### src/pos_switch_cfg.svh
`ifndef POS_SWITCH_CFG_SVH
`define POS_SWITCH_CFG_SVH

// Sink ports and source ports, numbered 0 .. N-1
`define POS_N_PORTS 4

// Width of one data beat
`define POS_DATA_BITS 64

// One enable bit per data byte
`define POS_KEEP_BITS (`POS_DATA_BITS / 8)

// Id field, passed through untouched
`define POS_TID_BITS 6

// Destination field
// Wider than the port index, so some destinations name no port
`define POS_DEST_BITS 4

// Bits needed to index a port
`define POS_IDX_BITS $clog2(`POS_N_PORTS)

`endif
### src/pos_switch_pkg.sv
`include "pos_switch_cfg.svh"

package pos_switch_pkg;

  // Payload of one beat
  typedef logic [`POS_DATA_BITS-1:0] tdata_t;

  // Byte enables for tdata
  typedef logic [`POS_KEEP_BITS-1:0] tkeep_t;

  // Stream id, carried through the switch as is
  typedef logic [`POS_TID_BITS-1:0] tid_t;

  // Destination requested by the sender
  typedef logic [`POS_DEST_BITS-1:0] tdest_t;

  // One bit per port
  typedef logic [`POS_N_PORTS-1:0] port_mask_t;

  // Index of a port
  typedef logic [`POS_IDX_BITS-1:0] port_idx_t;

  // Everything that travels with a beat, handshake kept apart
  typedef struct packed {
    tdata_t tdata;
    tkeep_t tkeep;
    logic   tlast;
    tid_t   tid;
    tdest_t tdest;
  } axis_beat_t;

endpackage

### src/pos_route_decode.sv
`timescale 1ns/100ps
`include "pos_switch_cfg.svh"

module pos_route_decode (
  input  logic                       aclk,
  input  logic                       rst_n,
  input  pos_switch_pkg::axis_beat_t beat,
  input  logic                       tvalid,
  output logic                       tready,
  input  pos_switch_pkg::port_mask_t accepted,
  output pos_switch_pkg::port_mask_t req,
  output logic                       decode_err
);

  import pos_switch_pkg::*;

  // Packet state, set on the first beat and cleared after tlast
  logic      in_pkt;
  logic      drop_q;
  port_idx_t dest_q;

  logic      bad_dest;
  logic      dropping;
  logic      xfer;
  port_idx_t cur_dest;

  // Only looked at on the first beat of a packet
  assign bad_dest = (int'(beat.tdest) >= `POS_N_PORTS);

  // First beat routes on its own tdest, later beats on the locked one
  assign cur_dest = in_pkt ? dest_q : port_idx_t'(beat.tdest);

  // Undeliverable packet, either already locked or starting now
  assign dropping = in_pkt ? drop_q : (tvalid && bad_dest);

  // At most one request bit, never for a dropped beat
  always_comb begin
    req = '0;
    if (tvalid && !dropping) begin
      req[cur_dest] = 1'b1;
    end
  end

  // A dropped beat is swallowed right away
  assign tready = dropping || (|accepted);
  assign xfer   = tvalid && tready;

  always_ff @(posedge aclk or negedge rst_n) begin
    if (!rst_n) begin
      in_pkt     <= 1'b0;
      drop_q     <= 1'b0;
      dest_q     <= '0;
      decode_err <= 1'b0;
    end else begin
      // One pulse per bad packet, raised by its first beat
      decode_err <= xfer && !in_pkt && bad_dest;

      if (xfer) begin
        if (!in_pkt) begin
          dest_q <= port_idx_t'(beat.tdest);
          drop_q <= bad_dest;
        end
        in_pkt <= !beat.tlast;
        // Packet done, next beat starts a fresh decode
        if (beat.tlast) begin
          drop_q <= 1'b0;
        end
      end
    end
  end

endmodule

### config.mk
export PLATFORM = sky130hd
export DESIGN_NAME = pos_route_decode
export DESIGN_NICKNAME = d
export VERILOG_FILES = /design/src/pos_switch_pkg.sv /design/src/pos_route_decode.sv
export VERILOG_INCLUDE_DIRS = /design/src
export SDC_FILE = /design/constraint.sdc
export NUM_CORES = 1
export LEC_CHECK = 0
export BUFFER_PORTS_ARGS = -buffer_cell sky130_fd_sc_hd__buf_4
export CORE_MARGIN = 2
export CORE_UTILIZATION = 18
export DETAILED_ROUTE_END_ITERATION = 10
export PLACE_DENSITY = 0.74
export SYNTH_ARGS = -nofsm -noshare
export SYNTH_HDL_FRONTEND = slang
export SYNTH_SLANG_ARGS = --single-unit
### constraint.sdc
create_clock -name aclk -period 1.1 [get_ports aclk]
set_clock_uncertainty 0.1 [all_clocks]
set_input_delay 0.11 -clock aclk [delete_from_list [all_inputs] [get_ports aclk]]
set_output_delay 0.11 -clock aclk [all_outputs]
set_load 0.1 [all_outputs]
; Word level (Yosys, flattened, before mapping)
; Cells that the tools add are included.
[op_classes]
n_shift = 0
bitwise_logic = 0
reduce_logical = 12
n_eq_ne = 1
n_mux = 7
div_mod_pow = 0
mul = 0
order_cmp = 3
n_addsub = 0
[ops]
columns = op, n
row1 = logical AND 1 bit, 6
row2 = "greater-or-equal comparator 4 x 3 -> 1 bit, second input constant", 1
row3 = 2-to-1 mux 1 bit, 4
row4 = 2-to-1 mux 4 bit, 1
row5 = OR reduction 4 bit, 1
row6 = logical NOT 1 bit, 3
row7 = "< comparator 2 x 3 -> 1 bit, second input constant", 1
row8 = demux 1 bit (select 2 bit), 1
row9 = "greater-or-equal comparator 2 x 1 -> 1 bit, second input constant", 1
row10 = 2-to-1 mux 2 bit, 1
row11 = "!= test 2 bit, second input constant", 1
row12 = AND reduction 2 bit, 1
row13 = logical OR 1 bit, 1
[word_totals]
inputBits = 90
romBits = 0
n_memories = 0
reg_bits = 5
out_inout_bits = 6
mem_bits_rw = 0
latchBits = 0

; Depth between registers and ports, before layout
[logic_depth]
word_depth = 7
mapped_depth = 4

; Worst setup path before layout
; No wires, ideal clock.
[synth_timing]
kind = reg-to-output
from = register in_pkt
to = output req[3]
path_slack_ns = -1.298
stages_incl_launch_ff = 4
n_path_buf = 0
required_ns = 0.890
arrival_ns = 2.188
cell_sequence = dfrtp_1 nor2b_1 o21ai_0 a21oi_1
[synth_via]
elab_chain_cells = 6
word_cells_on_any_way = 10
[synth_rtl]
columns = element, line
row1 = from (decl), pos_route_decode.sv:18  ; logic in_pkt;
row2 = from (signal assigned), pos_route_decode.sv:63  ; in_pkt <= !beat.tlast;
row3 = 2-to-1 mux 2 bit, n/a
row4 = < comparator 2 x 3 -> 1 bit (not written as such) or greater-or-equal comparator 2 x 1 -> 1 bit (tied branches), pos_route_decode.sv:40  ; req[cur_dest] = 1'b1;
row5 = logical AND 1 bit (not written as such), pos_route_decode.sv:40
row6 = 2-to-1 mux 1 bit (not written as such), pos_route_decode.sv:40
row7 = demux 1 bit (select 2 bit), pos_route_decode.sv:40
row8 = 2-to-1 mux 4 bit *, pos_route_decode.sv:39  ; if (tvalid && !dropping) begin
row9 = to (decl), pos_route_decode.sv:11  ; output pos_switch_pkg::port_mask_t req,
; Mark *: on every way between the ends. The rest lies on a longest branch, timed or not.

; Worst setup path in the final report
[layout_timing]
from = register in_pkt
to = output req[1]
; The elaborated chain is that of the path after synthesis.

==> impl_metrics.env <==
export IMPL_status="complete, but fails checks"
export IMPL_violations="negative setup slack"
export IMPL_power_leakage_nw=0.3499
export IMPL_fill_cells=204
export IMPL_yosys_top_cells_area="dfrtp_1 (34%), nor2_1 (7.2%), nor4_4 (5.8%)"
export IMPL_yosys_warnings=0
export IMPL_max_freq_mhz=620.3
export IMPL_grt_pass1_vias=500
export IMPL_vias=470
export IMPL_hp_class="in -> async"
export IMPL_cpPeakStageDelay_ns=0.45
export IMPL_yosysSeqAreaShare=0.3436
export IMPL_ys_ff_latch=5
export IMPL_cp_slowest_cell="dfrtp_2"
export IMPL_tightestPinTransition_ns=0.3879
export IMPL_fp_dieH_um=48.98
export IMPL_cts_tree="yes"
export IMPL_grt_overflow=0
export IMPL_layout_commonest_cell="buf_4"
export IMPL_initial_core_util=0.1875
export IMPL_diodes=0
export IMPL_finalHoldViolCount=0
export IMPL_rsz0062_at_grt="true"
export IMPL_clock_sinks=5
export IMPL_post_route_cell_area_um2=812.0
export IMPL_layout_common_cells="buf_4 (22), nor2_1 (4), dfrtp_1 (4), buf_6 (4)"
export IMPL_wire_per_inst_um=12.99
export IMPL_drt_iter0_markers=10
export IMPL_drv_slew=0
export IMPL_start_kind="flip-flop"
export IMPL_routed_wl_mm=1.351
export IMPL_grt_pass1_wl_mm=2.318
export IMPL_grt_max_degree=7
export IMPL_ir_worst_vdd_v=0.0006131
export IMPL_syn_area_per_cell_um2=8.467
export IMPL_post_route_period_util=1.466
export IMPL_die_area_mm2=0.002399
export IMPL_synth_top_area_cell="dfrtp_1"
export IMPL_gp_congestion=0.7718
export IMPL_worstPathArrival_ns=1.40
export IMPL_area_delta_synth_final_pct=123.0
export IMPL_dp_slack_ns=-0.3776
export IMPL_clock_path_buffers=2
export IMPL_postPlaceCellArea_um2=643.1
export IMPL_clock_latency_ns=0.24
export IMPL_coreArea_mm2=0.001942
export IMPL_port_buffers=17
export IMPL_finalCriticalPeriod_ns=1.612
export IMPL_synthesis_area_um2=364.1
export IMPL_rows=16
export IMPL_cap_violations=0
export IMPL_dp_hpwl_um=900
export IMPL_slew_headroom=0.7395
export IMPL_drtAntennaViolNets=0
export IMPL_via_per_inst=4.519
export IMPL_ios=96
export IMPL_worst_slack_ns=-0.5121
export IMPL_die_w_um=48.98
export IMPL_path_cells="buf_6 > nand2_2 > o32a_1 > nor2_4 > buf_12"
export IMPL_route_detailed_drc=0
export IMPL_worstSetupEndpointType="output pin"
export IMPL_finalSetupViolations=9
export IMPL_path_class="reg -> out"
export IMPL_syn_inst=43
export IMPL_path_clk_slew_ns=0.04
export IMPL_drive_above_1_share=0.6753
export IMPL_synthDistinctLibCells=21
export IMPL_drt_pass1_iter_count=4
export IMPL_antenna_found_initial=0
export IMPL_cts_buffers=3
export IMPL_grt_util_all_layers=0.1294
export IMPL_p_per_area_mw_per_mm2=1275
export IMPL_required_ns=0.89
export IMPL_root_buffer="clkbuf_4"
export IMPL_htreeDepth=1
export IMPL_path_max_fanout=6
export IMPL_synth_top_area_frac=0.3436
export IMPL_fin_nets=168
export IMPL_tns_ns=-3.532
export IMPL_syn_nets=133
-- worst paths after layout --
kind                                       start  cells after the start  slack (ns)               endpoint
min in group aclk                        beat[0]                      4        0.17  dest_q[0]$_DFFE_PN0P_
max in group asynchronous                  rst_n                      2        0.68     in_pkt$_DFFE_PN0P_
max reg2reg                   in_pkt$_DFFE_PN0P_                      4       -0.36  dest_q[1]$_DFFE_PN0P_
max                           in_pkt$_DFFE_PN0P_                      5       -0.51                 req[1]
min                                        rst_n                      2        0.10  dest_q[0]$_DFFE_PN0P_
min reg2reg                dest_q[1]$_DFFE_PN0P_                      1        0.54  dest_q[1]$_DFFE_PN0P_
-- registers in the layout (all words and copies together) (netlist names) --
register	count
in_pkt	1
drop_q	1
decode_err	1
dest_q	2
-- synth_stat cells --
| master | number |
|---|---|
| a211o_1 | 1 |
| a211o_2 | 1 |
| a21oi_1 | 4 |
| a21oi_2 | 1 |
| a32oi_1 | 1 |
| and4_2 | 1 |
| buf_2 | 1 |
| dfrtp_1 | 5 |
| inv_1 | 3 |
| mux2_4 | 1 |
| mux2i_1 | 1 |
| nand2_1 | 2 |
| nand2b_1 | 2 |
| nand3_1 | 2 |
| nor2_1 | 7 |
| nor2b_1 | 1 |
| nor3_1 | 3 |
| nor4_4 | 1 |
| o211ai_1 | 1 |
| o21ai_0 | 3 |
| o32a_1 | 1 |
-- power breakdown --
| part | total, mW | internal, mW | switching (mW) |
|---|---|---|---|
| clock network | 0.214 | 0.137 | 0.0763 |
| registers | 0.267 | 0.217 | 0.0496 |
| logic | 0.555 | 0.245 | 0.310 |
-- critical path, delay by kind of cell (launching register included) --
family / cells / cell delay [ns]
simple gates: 2 / 0.16
buf+inv: 2 / 0.34
compound gates: 1 / 0.21
flops: 1 / 0.45
-- logic make-up after synthesis --
kind of cell | after synthesis | share of synthesized area
flops | 5 | 0.3436
compound gates | 13 | 0.2440
buf+inv | 4 | 0.04466
simple gates | 19 | 0.2990
mux | 2 | 0.06872
-- through the flow --
stage	hold WS (ns)	utilization	total power [mW]	std cells
6_report	0.1013	0.4182	1.035	104
5_1_grt	0.08736	0.4182	1.108	104
4_1_cts	0.08779	0.4059	1.016	103
3_5_place_dp	-0.1837	0.3312	0.6975	98
3_3_place_gp	-0.1851	0.3312	0.6892	98
2_1_floorplan	-0.2856	-	0.5399	43
-- layer usage --
metal  wire length (um)  global-route usage  vias up
met2                754              0.2078       16
li1                   -                   -      226
met5                  0                   0        -
met3                 69             0.03067        2
met1                505              0.1456      226
met4                 21              0.1048        0
-- timing repair --
| item | in CTS | in global routing |
|---|---|---|
| setup buffers | 0 | 1 |
| endpoints found under the setup margin | 9 | 10 |
| pin swaps | 6 | 4 |
| hold buffers | 1 | 0 |
| hold endpoints to repair | 5 | 0 |
| resized for setup | 25 | 4 |
-- final cells by class --
cell class	instances	area (um^2)	area share
clock buffers	4	26.28	0.03236
repair buffers	31	295.3	0.3636
multi-input cells	34	316.6	0.3898
inverters	3	13.76	0.01695
flip-flops and latches	5	126.4	0.1556
well taps	27	33.78	0.04160
(Power assumes the default switching activity.)
